<file path="config.mk">
export PLATFORM = sky130hd
export DESIGN_NAME = id_stage
export DESIGN_NICKNAME = d
export VERILOG_FILES = /design/src/logic/isa_pkg.sv /design/src/logic/pipe_pkg.sv /design/src/logic/id_ifaces.sv /design/src/logic/id_decoder.sv /design/src/logic/id_issue.sv /design/src/logic/id_latch.sv /design/src/logic/id_operand_fwd.sv /design/src/logic/id_stage.sv
export VERILOG_INCLUDE_DIRS = /design/src /design/src/include
export SDC_FILE = /design/constraint.sdc
export NUM_CORES = 2
export LEC_CHECK = 0
export ABC_AREA = 0
export CAP_MARGIN = 0
export CORE_MARGIN = 4
export CORE_UTILIZATION = 40
export CTS_CLUSTER_DIAMETER = 30
export CTS_CLUSTER_SIZE = 8
export DETAILED_ROUTE_END_ITERATION = 6
export DONT_BUFFER_PORTS = 1
export HOLD_SLACK_MARGIN = 0.05
export PLACE_DENSITY = 0.55
export SKIP_CTS_REPAIR_TIMING = 1
export SLEW_MARGIN = 20
export SYNTH_ARGS = -nofsm -noshare
export SYNTH_HDL_FRONTEND = slang
export SYNTH_SLANG_ARGS = --single-unit
</file>
<file path="constraint.sdc">
create_clock -name clk -period 6.69 [get_ports clk]
set_input_delay 0.3345 -clock clk [delete_from_list [all_inputs] [get_ports clk]]
set_output_delay 0.3345 -clock clk [all_outputs]
set_load 0.02 [all_outputs]
</file>
<file path="src/include/id_cfg.svh">
`ifndef ID_CFG_SVH
`define ID_CFG_SVH

`define ID_XLEN   32
`define ID_NREGS  32
`define ID_RIDX_W 5

`endif

</file>
<file path="src/logic/isa_pkg.sv">
`include "id_cfg.svh"

package isa_pkg;

    typedef logic [`ID_RIDX_W-1:0] reg_idx_t;

    typedef struct packed {
        logic [16:0] op;
        reg_idx_t    rk;
        reg_idx_t    rj;
        reg_idx_t    rd;
    } r3_fmt_t;

    typedef struct packed {
        logic [9:0]  op;
        logic [11:0] imm;
        reg_idx_t    rj;
        reg_idx_t    rd;
    } ri12_fmt_t;

    typedef union packed {
        r3_fmt_t   r3;
        ri12_fmt_t ri12;
    } inst_u;

    // inst[31:15]
    localparam logic [16:0] op_add_w   = 17'h00020;
    localparam logic [16:0] op_sub_w   = 17'h00022;
    localparam logic [16:0] op_slt     = 17'h00024;
    localparam logic [16:0] op_sltu    = 17'h00025;
    localparam logic [16:0] op_nor     = 17'h00028;
    localparam logic [16:0] op_and     = 17'h00029;
    localparam logic [16:0] op_or      = 17'h0002a;
    localparam logic [16:0] op_xor     = 17'h0002b;
    localparam logic [16:0] op_sll_w   = 17'h0002e;
    localparam logic [16:0] op_srl_w   = 17'h0002f;
    localparam logic [16:0] op_sra_w   = 17'h00030;
    localparam logic [16:0] op_break   = 17'h00054;
    localparam logic [16:0] op_syscall = 17'h00056;
    localparam logic [16:0] op_slli_w  = 17'h00081;  // ui5 sits in rk
    localparam logic [16:0] op_srli_w  = 17'h00089;
    localparam logic [16:0] op_srai_w  = 17'h00091;

    // inst[31:22]
    localparam logic [9:0] op_slti   = 10'h008;
    localparam logic [9:0] op_sltui  = 10'h009;
    localparam logic [9:0] op_addi_w = 10'h00a;
    localparam logic [9:0] op_andi   = 10'h00d;
    localparam logic [9:0] op_ori    = 10'h00e;
    localparam logic [9:0] op_xori   = 10'h00f;
    localparam logic [9:0] op_ld_b   = 10'h0a0;
    localparam logic [9:0] op_ld_h   = 10'h0a1;
    localparam logic [9:0] op_ld_w   = 10'h0a2;
    localparam logic [9:0] op_st_b   = 10'h0a4;
    localparam logic [9:0] op_st_h   = 10'h0a5;
    localparam logic [9:0] op_st_w   = 10'h0a6;
    localparam logic [9:0] op_ld_bu  = 10'h0a8;
    localparam logic [9:0] op_ld_hu  = 10'h0a9;

    // inst[31:26], branches and jumps
    localparam logic [5:0] op_jirl = 6'h13;
    localparam logic [5:0] op_b    = 6'h14;
    localparam logic [5:0] op_bl   = 6'h15;
    localparam logic [5:0] op_beq  = 6'h16;
    localparam logic [5:0] op_bne  = 6'h17;
    localparam logic [5:0] op_blt  = 6'h18;
    localparam logic [5:0] op_bge  = 6'h19;
    localparam logic [5:0] op_bltu = 6'h1a;
    localparam logic [5:0] op_bgeu = 6'h1b;

    // inst[31:25], si20 forms
    localparam logic [6:0] op_lu12i_w   = 7'h0a;
    localparam logic [6:0] op_pcaddu12i = 7'h0e;

endpackage

</file>
<file path="src/logic/pipe_pkg.sv">
package pipe_pkg;

    import isa_pkg::*;

    typedef logic [11:0] alu_op_t;

    localparam alu_op_t alu_add  = 12'h001;
    localparam alu_op_t alu_sub  = 12'h002;
    localparam alu_op_t alu_slt  = 12'h004;
    localparam alu_op_t alu_sltu = 12'h008;
    localparam alu_op_t alu_and  = 12'h010;
    localparam alu_op_t alu_nor  = 12'h020;
    localparam alu_op_t alu_or   = 12'h040;
    localparam alu_op_t alu_xor  = 12'h080;
    localparam alu_op_t alu_sll  = 12'h100;
    localparam alu_op_t alu_srl  = 12'h200;
    localparam alu_op_t alu_sra  = 12'h400;
    localparam alu_op_t alu_lui  = 12'h800;

    typedef enum logic [1:0] {
        mem_byte = 2'd0,
        mem_half = 2'd1,
        mem_word = 2'd2
    } mem_size_e;

    typedef enum logic [5:0] {
        ecode_none = 6'h00,
        ecode_sys  = 6'h0b,
        ecode_brk  = 6'h0c,
        ecode_ine  = 6'h0d
    } ecode_e;

    typedef struct packed {
        alu_op_t   alu_op;
        logic      src1_is_pc;
        logic      src2_is_imm;
        logic      rf_we;
        logic      mem_we;
        logic      res_from_mem;
        logic      mem_unsigned;
        mem_size_e mem_size;
        reg_idx_t  rf_waddr;
        logic      beq, bne, blt, bge, bltu, bgeu;  // conditional, compare rj with rd
        logic      jirl, b, bl;
        logic      excep_en;
        ecode_e    ecode;
    } dec_bundle_t;

endpackage

</file>
<file path="src/logic/id_ifaces.sv">
`include "id_cfg.svh"

interface decode_if;
    import isa_pkg::*;
    import pipe_pkg::*;

    reg_idx_t            raddr1;
    reg_idx_t            raddr2;
    logic                need_r1;
    logic                need_r2;
    logic [`ID_XLEN-1:0] imm;
    logic [`ID_XLEN-1:0] offs;  // pc-relative branch offset
    dec_bundle_t         bundle;

    modport dec (output raddr1, raddr2, need_r1, need_r2, imm, offs, bundle);
    modport fwd (input raddr1, raddr2, need_r1, need_r2);
    modport iss (input imm, offs, bundle);
endinterface

interface operand_if;
    logic [`ID_XLEN-1:0] rj_value;
    logic [`ID_XLEN-1:0] rkd_value;
    logic                stall;  // load result not ready yet

    modport fwd (output rj_value, rkd_value, stall);
    modport iss (input rj_value, rkd_value, stall);
endinterface

</file>
<file path="src/logic/id_decoder.sv">
`include "id_cfg.svh"

module id_decoder (
    input  isa_pkg::inst_u inst,
    input  logic           valid,
    decode_if.dec          dec
);
    import isa_pkg::*;
    import pipe_pkg::*;

    logic [16:0] op17;
    logic [9:0]  op10;
    logic [5:0]  op6;
    logic [19:0] si20;
    logic [15:0] si16;
    logic [25:0] si26;
    logic        r3, sh, si12, ui12, sys, brk;
    logic        ld, st, lu12i, pcadd, cond_br, hit;
    alu_op_t     alu;
    dec_bundle_t bnd;

    assign op17  = inst.r3.op;
    assign op10  = inst.ri12.op;
    assign op6   = op17[16:11];
    assign si20  = {op10[2:0], inst.ri12.imm, inst.ri12.rj};
    assign si16  = {op10[3:0], inst.ri12.imm};
    assign si26  = {inst.ri12.rj, inst.ri12.rd, si16};  // upper ten bits sit at the bottom
    assign ld    = op10 inside {op_ld_b, op_ld_h, op_ld_w, op_ld_bu, op_ld_hu};
    assign st    = op10 inside {op_st_b, op_st_h, op_st_w};
    assign lu12i = op17[16:10] == op_lu12i_w;
    assign pcadd = op17[16:10] == op_pcaddu12i;

    always_comb begin
        {r3, sh, si12, ui12, sys, brk} = '0;
        alu = '0;
        case (op17)
            op_add_w:   {r3, alu} = {1'b1, alu_add};
            op_sub_w:   {r3, alu} = {1'b1, alu_sub};
            op_slt:     {r3, alu} = {1'b1, alu_slt};
            op_sltu:    {r3, alu} = {1'b1, alu_sltu};
            op_nor:     {r3, alu} = {1'b1, alu_nor};
            op_and:     {r3, alu} = {1'b1, alu_and};
            op_or:      {r3, alu} = {1'b1, alu_or};
            op_xor:     {r3, alu} = {1'b1, alu_xor};
            op_sll_w:   {r3, alu} = {1'b1, alu_sll};
            op_srl_w:   {r3, alu} = {1'b1, alu_srl};
            op_sra_w:   {r3, alu} = {1'b1, alu_sra};
            op_slli_w:  {sh, alu} = {1'b1, alu_sll};
            op_srli_w:  {sh, alu} = {1'b1, alu_srl};
            op_srai_w:  {sh, alu} = {1'b1, alu_sra};
            op_syscall: sys = 1'b1;
            op_break:   brk = 1'b1;
            default: ;
        endcase
        case (op10)
            op_addi_w: {si12, alu} = {1'b1, alu_add};
            op_slti:   {si12, alu} = {1'b1, alu_slt};
            op_sltui:  {si12, alu} = {1'b1, alu_sltu};
            op_andi:   {ui12, alu} = {1'b1, alu_and};
            op_ori:    {ui12, alu} = {1'b1, alu_or};
            op_xori:   {ui12, alu} = {1'b1, alu_xor};
            default: ;
        endcase
    end

    always_comb begin
        bnd      = '0;
        bnd.beq  = op6 == op_beq;
        bnd.bne  = op6 == op_bne;
        bnd.blt  = op6 == op_blt;
        bnd.bge  = op6 == op_bge;
        bnd.bltu = op6 == op_bltu;
        bnd.bgeu = op6 == op_bgeu;
        bnd.jirl = op6 == op_jirl;
        bnd.b    = op6 == op_b;
        bnd.bl   = op6 == op_bl;
        cond_br  = bnd.beq | bnd.bne | bnd.blt | bnd.bge | bnd.bltu | bnd.bgeu;
        hit = (|alu) | ld | st | lu12i | pcadd | cond_br | bnd.jirl | bnd.b | bnd.bl
            | sys | brk;

        // loads, stores and links all use the adder
        bnd.alu_op = lu12i ? alu_lui
                   : (ld | st | pcadd | bnd.jirl | bnd.bl) ? alu_add : alu;
        bnd.src1_is_pc   = pcadd | bnd.jirl | bnd.bl;
        bnd.src2_is_imm  = sh | si12 | ui12 | ld | st | lu12i | bnd.src1_is_pc;
        bnd.rf_we        = ~(st | cond_br | bnd.b | sys | brk | ~hit);
        bnd.mem_we       = st;
        bnd.res_from_mem = ld;
        bnd.mem_unsigned = ld & op10[3];
        bnd.mem_size     = (ld | st) ? mem_size_e'(op10[1:0]) : mem_word;  // width in low opcode bits
        bnd.rf_waddr     = bnd.bl ? reg_idx_t'(1) : inst.ri12.rd;
        bnd.excep_en     = valid & (sys | brk | ~hit);
        bnd.ecode        = brk ? ecode_brk : sys ? ecode_sys : hit ? ecode_none : ecode_ine;
    end

    assign dec.bundle  = bnd;
    assign dec.raddr1  = inst.ri12.rj;
    assign dec.raddr2  = (cond_br | st) ? inst.ri12.rd : inst.r3.rk;
    assign dec.need_r1 = valid & hit & ~(bnd.b | bnd.bl | lu12i | pcadd | sys | brk);
    assign dec.need_r2 = valid & (r3 | cond_br | st);

    assign dec.imm = (bnd.jirl | bnd.bl)     ? `ID_XLEN'(4)
                   : (lu12i | pcadd)         ? {si20, 12'b0}
                   : (si12 | sh | ld | st)   ? {{(`ID_XLEN-12){inst.ri12.imm[11]}}, inst.ri12.imm}
                   : {{(`ID_XLEN-12){1'b0}}, inst.ri12.imm};

    assign dec.offs = (bnd.b | bnd.bl) ? {{(`ID_XLEN-28){si26[25]}}, si26, 2'b00}
                                       : {{(`ID_XLEN-18){si16[15]}}, si16, 2'b00};
endmodule

</file>
<file path="src/logic/id_issue.sv">
`include "id_cfg.svh"

module id_issue (
    input  isa_pkg::inst_u      inst,
    input  logic [`ID_XLEN-1:0] pc,
    input  logic                valid,
    decode_if.iss               dec,
    operand_if.iss              opnd,
    input  logic                ex_allowin,
    input  logic                flush,
    output logic                allowin,
    output logic                ex_valid,
    output pipe_pkg::alu_op_t   ex_alu_op,
    output logic [`ID_XLEN-1:0] ex_alu_src1,
    output logic [`ID_XLEN-1:0] ex_alu_src2,
    output logic [`ID_XLEN-1:0] ex_rkd_value,
    output logic [`ID_XLEN-1:0] ex_pc,
    output logic                ex_rf_we,
    output isa_pkg::reg_idx_t   ex_rf_waddr,
    output logic                ex_mem_we,
    output logic                ex_res_from_mem,
    output pipe_pkg::mem_size_e ex_mem_size,
    output logic                ex_mem_unsigned,
    output logic                ex_excep_en,
    output pipe_pkg::ecode_e    ex_ecode,
    output logic                br_taken,
    output logic [`ID_XLEN-1:0] br_target,
    output logic                br_stall
);
    import pipe_pkg::*;

    dec_bundle_t         bnd;
    logic [`ID_XLEN-1:0] rj, rkd, jirl_offs;
    logic                eq, lt, ltu, cond, any_br, ready_go;

    assign bnd       = dec.bundle;
    assign rj        = opnd.rj_value;
    assign rkd       = opnd.rkd_value;
    assign ready_go  = ~opnd.stall;
    // si16 of jirl, the decoded imm holds the link step
    assign jirl_offs = {{(`ID_XLEN-18){inst.ri12.op[3]}}, inst.ri12.op[3:0], inst.ri12.imm, 2'b00};

    assign eq     = rj == rkd;
    assign lt     = $signed(rj) < $signed(rkd);
    assign ltu    = rj < rkd;
    assign any_br = bnd.beq | bnd.bne | bnd.blt | bnd.bge | bnd.bltu | bnd.bgeu
                  | bnd.jirl | bnd.b | bnd.bl;
    assign cond   = (bnd.beq & eq) | (bnd.bne & ~eq) | (bnd.blt & lt) | (bnd.bge & ~lt)
                  | (bnd.bltu & ltu) | (bnd.bgeu & ~ltu) | bnd.jirl | bnd.b | bnd.bl;

    assign br_taken  = cond & valid & ready_go & ex_allowin;
    assign br_target = bnd.jirl ? rj + jirl_offs : pc + dec.offs;
    assign br_stall  = any_br & valid & opnd.stall;  // fetch must hold its pc

    assign ex_valid = valid & ready_go;
    assign allowin  = ~valid | (ex_valid & ex_allowin) | br_taken | flush;

    assign ex_alu_op       = bnd.alu_op;
    assign ex_alu_src1     = bnd.src1_is_pc ? pc : rj;
    assign ex_alu_src2     = bnd.src2_is_imm ? dec.imm : rkd;
    assign ex_rkd_value    = rkd;  // store data
    assign ex_pc           = pc;
    assign ex_rf_we        = bnd.rf_we & valid;
    assign ex_rf_waddr     = bnd.rf_waddr;
    assign ex_mem_we       = bnd.mem_we & valid;
    assign ex_res_from_mem = bnd.res_from_mem;
    assign ex_mem_size     = bnd.mem_size;
    assign ex_mem_unsigned = bnd.mem_unsigned;
    assign ex_excep_en     = bnd.excep_en;
    assign ex_ecode        = bnd.ecode;
endmodule

</file>
<file path="src/logic/id_latch.sv">
`include "id_cfg.svh"

module id_latch (
    input  logic                clk,
    input  logic                resetn,
    input  logic                if_valid,
    input  logic [`ID_XLEN-1:0] if_inst,
    input  logic [`ID_XLEN-1:0] if_pc,
    input  logic                allowin,
    input  logic                kill,
    output isa_pkg::inst_u      inst,
    output logic [`ID_XLEN-1:0] pc,
    output logic                valid
);
    always_ff @(posedge clk) begin
        if (!resetn) begin
            valid <= 1'b0;
        end else if (kill) begin
            valid <= 1'b0;  // fetched word is wrong path
        end else if (allowin) begin
            valid <= if_valid;
        end
    end

    always_ff @(posedge clk) begin
        if (if_valid && allowin) begin
            inst <= if_inst;
            pc   <= if_pc;
        end
    end
endmodule

</file>
<file path="src/logic/id_operand_fwd.sv">
`include "id_cfg.svh"

module id_operand_fwd (
    input  logic                clk,
    input  logic                exf_we,
    input  isa_pkg::reg_idx_t   exf_waddr,
    input  logic [`ID_XLEN-1:0] exf_wdata,
    input  logic                exf_is_load,
    input  logic                memf_we,
    input  isa_pkg::reg_idx_t   memf_waddr,
    input  logic [`ID_XLEN-1:0] memf_wdata,
    input  logic                memf_is_load,
    input  logic                wb_we,
    input  isa_pkg::reg_idx_t   wb_waddr,
    input  logic [`ID_XLEN-1:0] wb_wdata,
    decode_if.fwd               dec,
    operand_if.fwd              opnd
);
    import isa_pkg::*;

    logic [`ID_XLEN-1:0] regs [`ID_NREGS];
    reg_idx_t            ra [2];
    logic [`ID_XLEN-1:0] val [2];
    logic [1:0]          need;
    logic [1:0]          load_hit;

    always_ff @(posedge clk) begin
        if (wb_we) begin
            regs[wb_waddr] <= wb_wdata;
        end
    end

    assign ra[0] = dec.raddr1;
    assign ra[1] = dec.raddr2;
    assign need  = {dec.need_r2, dec.need_r1};

    for (genvar p = 0; p < 2; p++) begin : g_port
        logic zero, m_ex, m_mem, m_wb;

        assign zero  = ra[p] == '0;
        assign m_ex  = need[p] & ~zero & exf_we & (exf_waddr == ra[p]);
        assign m_mem = need[p] & ~zero & memf_we & (memf_waddr == ra[p]);
        assign m_wb  = need[p] & ~zero & wb_we & (wb_waddr == ra[p]);

        // youngest producer wins
        assign val[p] = m_ex  ? exf_wdata
                      : m_mem ? memf_wdata
                      : m_wb  ? wb_wdata
                      : zero  ? '0 : regs[ra[p]];

        assign load_hit[p] = (m_ex & exf_is_load) | (m_mem & memf_is_load);
    end

    assign opnd.rj_value  = val[0];
    assign opnd.rkd_value = val[1];
    assign opnd.stall     = |load_hit;
endmodule

</file>
<file path="src/logic/id_stage.sv">
`include "id_cfg.svh"

module id_stage (
    input  logic                clk,
    input  logic                resetn,
    input  logic                if_valid,
    input  logic [`ID_XLEN-1:0] if_inst,
    input  logic [`ID_XLEN-1:0] if_pc,
    input  logic                ex_allowin,
    input  logic                flush,
    input  logic                exf_we,
    input  isa_pkg::reg_idx_t   exf_waddr,
    input  logic [`ID_XLEN-1:0] exf_wdata,
    input  logic                exf_is_load,
    input  logic                memf_we,
    input  isa_pkg::reg_idx_t   memf_waddr,
    input  logic [`ID_XLEN-1:0] memf_wdata,
    input  logic                memf_is_load,
    input  logic                wb_we,
    input  isa_pkg::reg_idx_t   wb_waddr,
    input  logic [`ID_XLEN-1:0] wb_wdata,
    output logic                id_allowin,
    output logic                ex_valid,
    output pipe_pkg::alu_op_t   ex_alu_op,
    output logic [`ID_XLEN-1:0] ex_alu_src1,
    output logic [`ID_XLEN-1:0] ex_alu_src2,
    output logic [`ID_XLEN-1:0] ex_rkd_value,
    output logic [`ID_XLEN-1:0] ex_pc,
    output logic                ex_rf_we,
    output isa_pkg::reg_idx_t   ex_rf_waddr,
    output logic                ex_mem_we,
    output logic                ex_res_from_mem,
    output pipe_pkg::mem_size_e ex_mem_size,
    output logic                ex_mem_unsigned,
    output logic                ex_excep_en,
    output pipe_pkg::ecode_e    ex_ecode,
    output logic                br_taken,
    output logic [`ID_XLEN-1:0] br_target,
    output logic                br_stall
);
    import isa_pkg::*;

    inst_u               inst;
    logic [`ID_XLEN-1:0] pc;
    logic                valid;

    decode_if  dec_bus ();
    operand_if opnd_bus ();

    id_latch u_latch (
        .allowin (id_allowin),
        .kill    (br_taken | flush),  // stage empties behind a redirect
        .*
    );

    id_decoder u_decoder (
        .dec (dec_bus),
        .*
    );

    id_operand_fwd u_operand_fwd (
        .dec  (dec_bus),
        .opnd (opnd_bus),
        .*
    );

    id_issue u_issue (
        .dec     (dec_bus),
        .opnd    (opnd_bus),
        .allowin (id_allowin),
        .*
    );
endmodule

</file>
After elaboration in Yosys (flattened, before gate mapping)
Memories as Yosys holds them, arrays and structs flattened. A register that Yosys moved wholly into a read port is not among the register bits.
Cells that the tools add are included.
Storage, ports and cells
  bits in registers: 65
  memory bits (writable): 1024
  bits of input ports: 185
  output and inout bits: 194
  logic and storage cells: 216
  memories kept: 1
Cells by class
  add/sub/neg operators: 2
  $lt $le $gt $ge: 2
  equal/unequal tests: 48
  muxes and demuxes: 34
  bitwise operators: 111
  reduce and logical (&&, ||, !) cells: 15
Memories
  u_operand_fwd.regs: words 32, bits a word 32, read ports 2, clocked after Yosys merged registers in 1, write ports 1, line id_operand_fwd.sv:21  | logic [`ID_XLEN-1:0] regs [`ID_NREGS];
Operator list (count)
  two-way mux 32 bit: 15
  equality test 17 x 6 -> 1 bit, second input constant: 11
  case mux 11 bit (11 select lines): 1
  equality test 10 x 8 -> 1 bit, second input constant: 8
  case mux 11 bit (6 select lines): 1
  adder 32 bit: 2
  less-than comparator 32 bit: 2
  bitwise OR 1 bit: 62
  equality test 10 x 4 -> 1 bit, second input constant: 6
  equality test 6 x 5 -> 1 bit, second input constant: 9
  equality test 17 x 8 -> 1 bit, second input constant: 3
  bitwise AND 1 bit: 38
  equality test 17 x 7 -> 1 bit, second input constant: 2
  equality test 32 bit: 1
  equality test 5 bit: 6
  two-way mux 5 bit: 3
  equality test 7 x 4 -> 1 bit, second input constant: 2
  two-way mux 12 bit: 1
  two-way mux 6 bit: 2
  OR reduction 12 bit: 1
  two-way mux 11 bit: 1
  NOT 1 bit: 11
  OR reduction 11 bit: 1
  logical NOT 5 bit: 2
  other kinds (8): 21

Longest topological paths before layout
  word-level depth: 41
  mapped depth: 25
  depth with buffers taken out: 19

Modules after synthesis
A second synthesis with hierarchy kept.
Second synthesis, totals
  cells, all modules: 3870
  area total of the unflattened synthesis: 58672.5 µm²
By module, submodules not included
  id_operand_fwd: instances 1, cells each 2730, area each 49357.3 µm², seq. area each 30749.5 µm²
  id_issue: instances 1, cells each 819, area each 5672.9 µm², seq. area each 0.0 µm²
  id_latch: instances 1, cells each 68, area each 1971.9 µm², seq. area each 1941.9 µm²
  id_decoder: instances 1, cells each 252, area each 1664.1 µm², seq. area each 0.0 µm²
  id_stage: instances 1, cells each 1, area each 6.3 µm², seq. area each 0.0 µm²

Worst setup path after synthesis
Ideal clock, no wire load.
  path type: reg2out
  start: register with a tool-made name
  end: output port br_target[28]
  data arrival time: 5.563 ns
  required time: 6.355 ns
  path slack: 0.792 ns
  stages on the path, launching flop included: 21
  buffers on the path: 3
  cells stage by stage: dfxtp_1 > clkbuf_1 > clkbuf_1 > buf_1 > mux4_2 > mux4_2 > mux2i_1 > nor3_1 > a211oi_1 > o21ai_1 > ha_1 > fa_1 > a21oi_1 > o21ai_0 > o221ai_1 > o21ai_0 > a21oi_1 > o221ai_1 > a311oi_1 > xor2_1 > o21ai_0
RTL lines
  to (decl): line id_stage.sv:38  | output logic [`ID_XLEN-1:0] br_target,

Worst setup path in the final report
  start: register u_latch.inst[29] (netlist bit)
  end: output port br_target[30]
On the way
  cells in the longest elaborated chain, start to end: 25
  elaborated cells on any way between the ends: 88
  classes of those cells: add/sub: 2; eq/ne: 41; mux: 9; bitwise: 30; reduce/logical: 6
Ends and longest elaborated chain
  from (decl): line id_latch.sv:11  | output isa_pkg::inst_u inst,
  from (signal assigned): line id_latch.sv:27  | inst <= if_inst;
  equality test 17 x 6 -> 1 bit / equality test 17 x 8 -> 1 bit (equally long branches): line id_decoder.sv:36  | case (op17)
  OR reduction 2 bit (no line)
  case mux 11 bit (11 select lines): line id_decoder.sv:36
  case mux 11 bit (6 select lines): line id_decoder.sv:55  | case (op10)
  OR reduction 12 bit: line id_decoder.sv:78  | hit = (|alu) | ld | st | lu12i | pcadd | cond_br | bnd.jirl | bnd.b | bnd.bl
  bitwise OR 1 bit (8 in a row): line id_decoder.sv:78
  bitwise OR 1 bit (2 in a row): line id_decoder.sv:79  | | sys | brk;
  bitwise AND 1 bit (2 in a row): line id_decoder.sv:99  | assign dec.need_r1 = valid & hit & ~(bnd.b | bnd.bl | lu12i | pcadd | sys | brk);
  bitwise AND 1 bit: line id_operand_fwd.sv:41, id_operand_fwd.sv:42, id_operand_fwd.sv:43
  bitwise AND 1 bit (2 in a row): line id_operand_fwd.sv:43  | assign m_wb = need[p] & ~zero & wb_we & (wb_waddr == ra[p]);
  two-way mux 32 bit: line id_operand_fwd.sv:48  | : m_wb ? wb_wdata
  two-way mux 32 bit: line id_operand_fwd.sv:47  | : m_mem ? memf_wdata
  two-way mux 32 bit: line id_operand_fwd.sv:46  | assign val[p] = m_ex ? exf_wdata
  adder 32 bit: line id_issue.sv:52  | assign br_target = bnd.jirl ? rj + jirl_offs : pc + dec.offs;
  two-way mux 32 bit (*): line id_issue.sv:52
Mark *: on every way between the ends. The rest lies on a longest branch, timed or not.

==> flow_summary.ini <==
[clock_tree]
numClockSinks = 1094
cts.htree.levels = 4
cts_made_buffers = 239
cts.clk_slew.worst_paths_ns = 0.05
clock_path_buffers = 3
cts_tree = done
cts.root.buffer_cell = clkbuf_16
clk_latency_ns = 0.87

[layout]
areaGrowthSynthToFinish_pct = 29.1
nets = 5636
final_cell_mix = edfxtp_1, nand3_1, o21ai_0
drive_gt1_frac = 0.278
instances_no_fill = 7620
final_area_um2 = 78300
layout_commonest_cell = edfxtp_1

[global_routing]
grt_first_pass_wirelength_um = 363000
top_usage_layer = met2
grt.total_usage = 0.320
grt_util_met3 = 0.104
grt_pass1_vias = 48000
grt_antenna_before_repair = 31
use_met2 = 0.490
grt_max_degree = 128
overflow = 0
grt_use_met1 = 0.397

[sta]
max_freq_mhz = 148
setup_viol = 3
worstMarginPinSlew_ns = 1.19
final_hold_viol_count = 0
min_period_over_period = 1.01
slew_viol_final = 0
slew_headroom = 0.204
skew_ns = 0.0558
fin_ws_ns = -0.0467
rsz0062_at_grt = true
fin_crit_ns = 6.74

[worst_setup_path]
crit_path_max_incr_delay_ns = 0.61
arrival_ns = 6.40
cpMostUsedCell = buf_4
cp_max_fo = 8
cp_slowest_cell = or4b_4
crit_type = flip-flop to primary output
crit_family = compound AO/OA/AOI/OAI gates
crit_chain = buf_4 > and4bb_4 > nand2_1 > buf_6 > o32ai_4 > or4b_4 > buf_4 > o211a_4 > buf_4 > a211oi_2 > o21ai_4 > ha_2 > or4_1 > o221ai_2 > o21ai_1 > buf_4 > a21oi_2 > o221ai_2 > a21oi_1 > mux2i_1 > nand3_2 > buf_4
cp-start-kind = flip-flop
critPathRequiredTime_ns = 6.36
end_kind = primary output
critPathBufInv = 6

[yosys]
ys_types = 108
syn_avg_cell_area_um2 = 12.3
synthFlopType = edfxtp_1
yosysTopAreaCell = edfxtp_1
yosys-top-cells-area = edfxtp_1, mux4_2, nand3_1
yosysSeqAreaShare = 0.540
synth_top_area_frac = 0.538
synth-async-reset-ratio = 0
yosys_warnings = 0
synth_edf_count = 1088
synth_cells = 4935
syn-cell-area_um2 = 60700
ys_seq_elements = 1094

[floorplan]
row_count = 142
die_x_um = 397
start_util = 0.404
pin_count = 379
die_h_um = 397
dieArea_um2 = 158000
core-area_um2 = 150000

[routing]
post_drt_wl_per_cell_um = 37.4
post_drt_via_cell_ratio = 6.94
drt_first_pass_iters = 7
ant_nets = 0
num_vias = 52900
wirelength_um = 285000
drc_errors = 4
drt_iter0_drc = 8428

[power_and_ir_drop]
irDropWorstVdd_mv = 0.280
p_leak_nw = 26.5
power_density_nw_per_um2 = 304

[placed_design]
post_dp_cell_area_um2 = 64700
hpwl_um = 160000
preCtsSetupSlack_ns = 0.00370
port_buffers = 0
gp_congestion = 1.05
dp_cells = 6812

[status]
violations = DRC, setup timing
status = finished with violations

[job]
drv_cap = 0

[hold_path]
worstHoldPathType = input port to flip-flop
[worst register-to-register path, delay by kind of cell, from the launching register on]
family	cells	cell delay [ns]
and+or+nand+nor	9	2.14
xor gates and xnor gates	1	0.13
adders and majority gates	1	0.32
DFF	1	0.45
buffers and inverters	8	1.79
AOI/OAI and AO/OA	7	1.19
[synthesized netlist by cell type (all sizes together), types with 29 or more instances]
| library cell | number |
|---|---|
| nand4 | 29 |
| clkbuf | 283 |
| edfxtp | 1088 |
| nor3 | 56 |
| inv | 36 |
| a41oi | 117 |
| nand3 | 922 |
| buf | 178 |
| and2 | 41 |
| nor4 | 35 |
| and3 | 41 |
| o211ai | 36 |
| mux2 | 45 |
| o21ai | 571 |
| xnor2 | 40 |
| mux2i | 72 |
| a32oi | 29 |
| nor2 | 126 |
| a21o | 56 |
| mux4 | 319 |
| xor2 | 30 |
| a21oi | 115 |
| a211oi | 62 |
| ha | 90 |
| nand2 | 213 |
[state kept, by name, summed over array words and instances (netlist names), named ones only]
register and count:
u_latch.inst 32, u_latch.pc 32, u_latch.valid 1, u_operand_fwd.regs 1024
[power breakdown]
| group | total (mW) | internal (mW) | switching (mW) |
|---|---|---|---|
| clock | 11.8 | 7.76 | 4.05 |
| sequential | 7.80 | 7.67 | 0.131 |
| combinational | 4.23 | 1.66 | 2.57 |
[layout make-up]
class | instances | area, µm²
tap | 2016 | 2520
inverter | 37 | 139
clock buffer | 262 | 6070
multi-input combinational | 3350 | 27400
fill | 12600 | 72000
clock inverter | 179 | 2140
timing repair buffer | 637 | 7190
antenna | 45 | 113
sequential | 1094 | 32800
[kinds of logic (layout without fill, tap and decap cells)]
logic type,count (synthesis),count (layout),synth area share
fa+ha+maj,92,92,0.0192
buf+inv,498,1115,0.0346
flops,1094,1094,0.540
xor+xnor,70,70,0.0101
mux,436,437,0.139
simple gates,1575,1577,0.133
compound gates,1169,1172,0.124
other cells,1,47,0.0000618
[through the flow]
step                      utilization  hold WS [ns]  total power [mW]  TNS [ns]
after floorplan                     -         0.433              10.0         0
after global placement          0.430         0.433              11.4   -0.0329
after detailed placement        0.430         0.433              11.4         0
after CTS                       0.485        -0.486              23.2     -8.43
after global routing            0.521        0.0652              24.4    -0.979
final                           0.521        0.0726              23.8   -0.0847
[routing by layer]
metal / vias to the layer above / share of wire
met4: 22 / 0.074
met5: - / 0.0016
li1: 20900 / -
met3: 1050 / 0.15
met1: 26300 / 0.34
met2: 4641 / 0.43
[path summary, 6_finish.rpt]
path | startpoint | to | slack, ns | depth (start not counted)
worst max register to register | u_latch.inst[26]$_DFFE_PP_ | u_latch.valid$_SDFFE_PP0P_ | 0.55 | 26
worst max-delay path | u_latch.inst[29]$_DFFE_PP_ | br_target[30] | -0.05 | 22
worst min-delay path | wb_waddr[4] | u_operand_fwd.regs[5][4]$_DFFE_PP_ | 0.07 | 2
worst min register to register | u_latch.inst[9]$_DFFE_PP_ | flip-flop | 0.66 | 1
(Power assumes the default switching activity.)
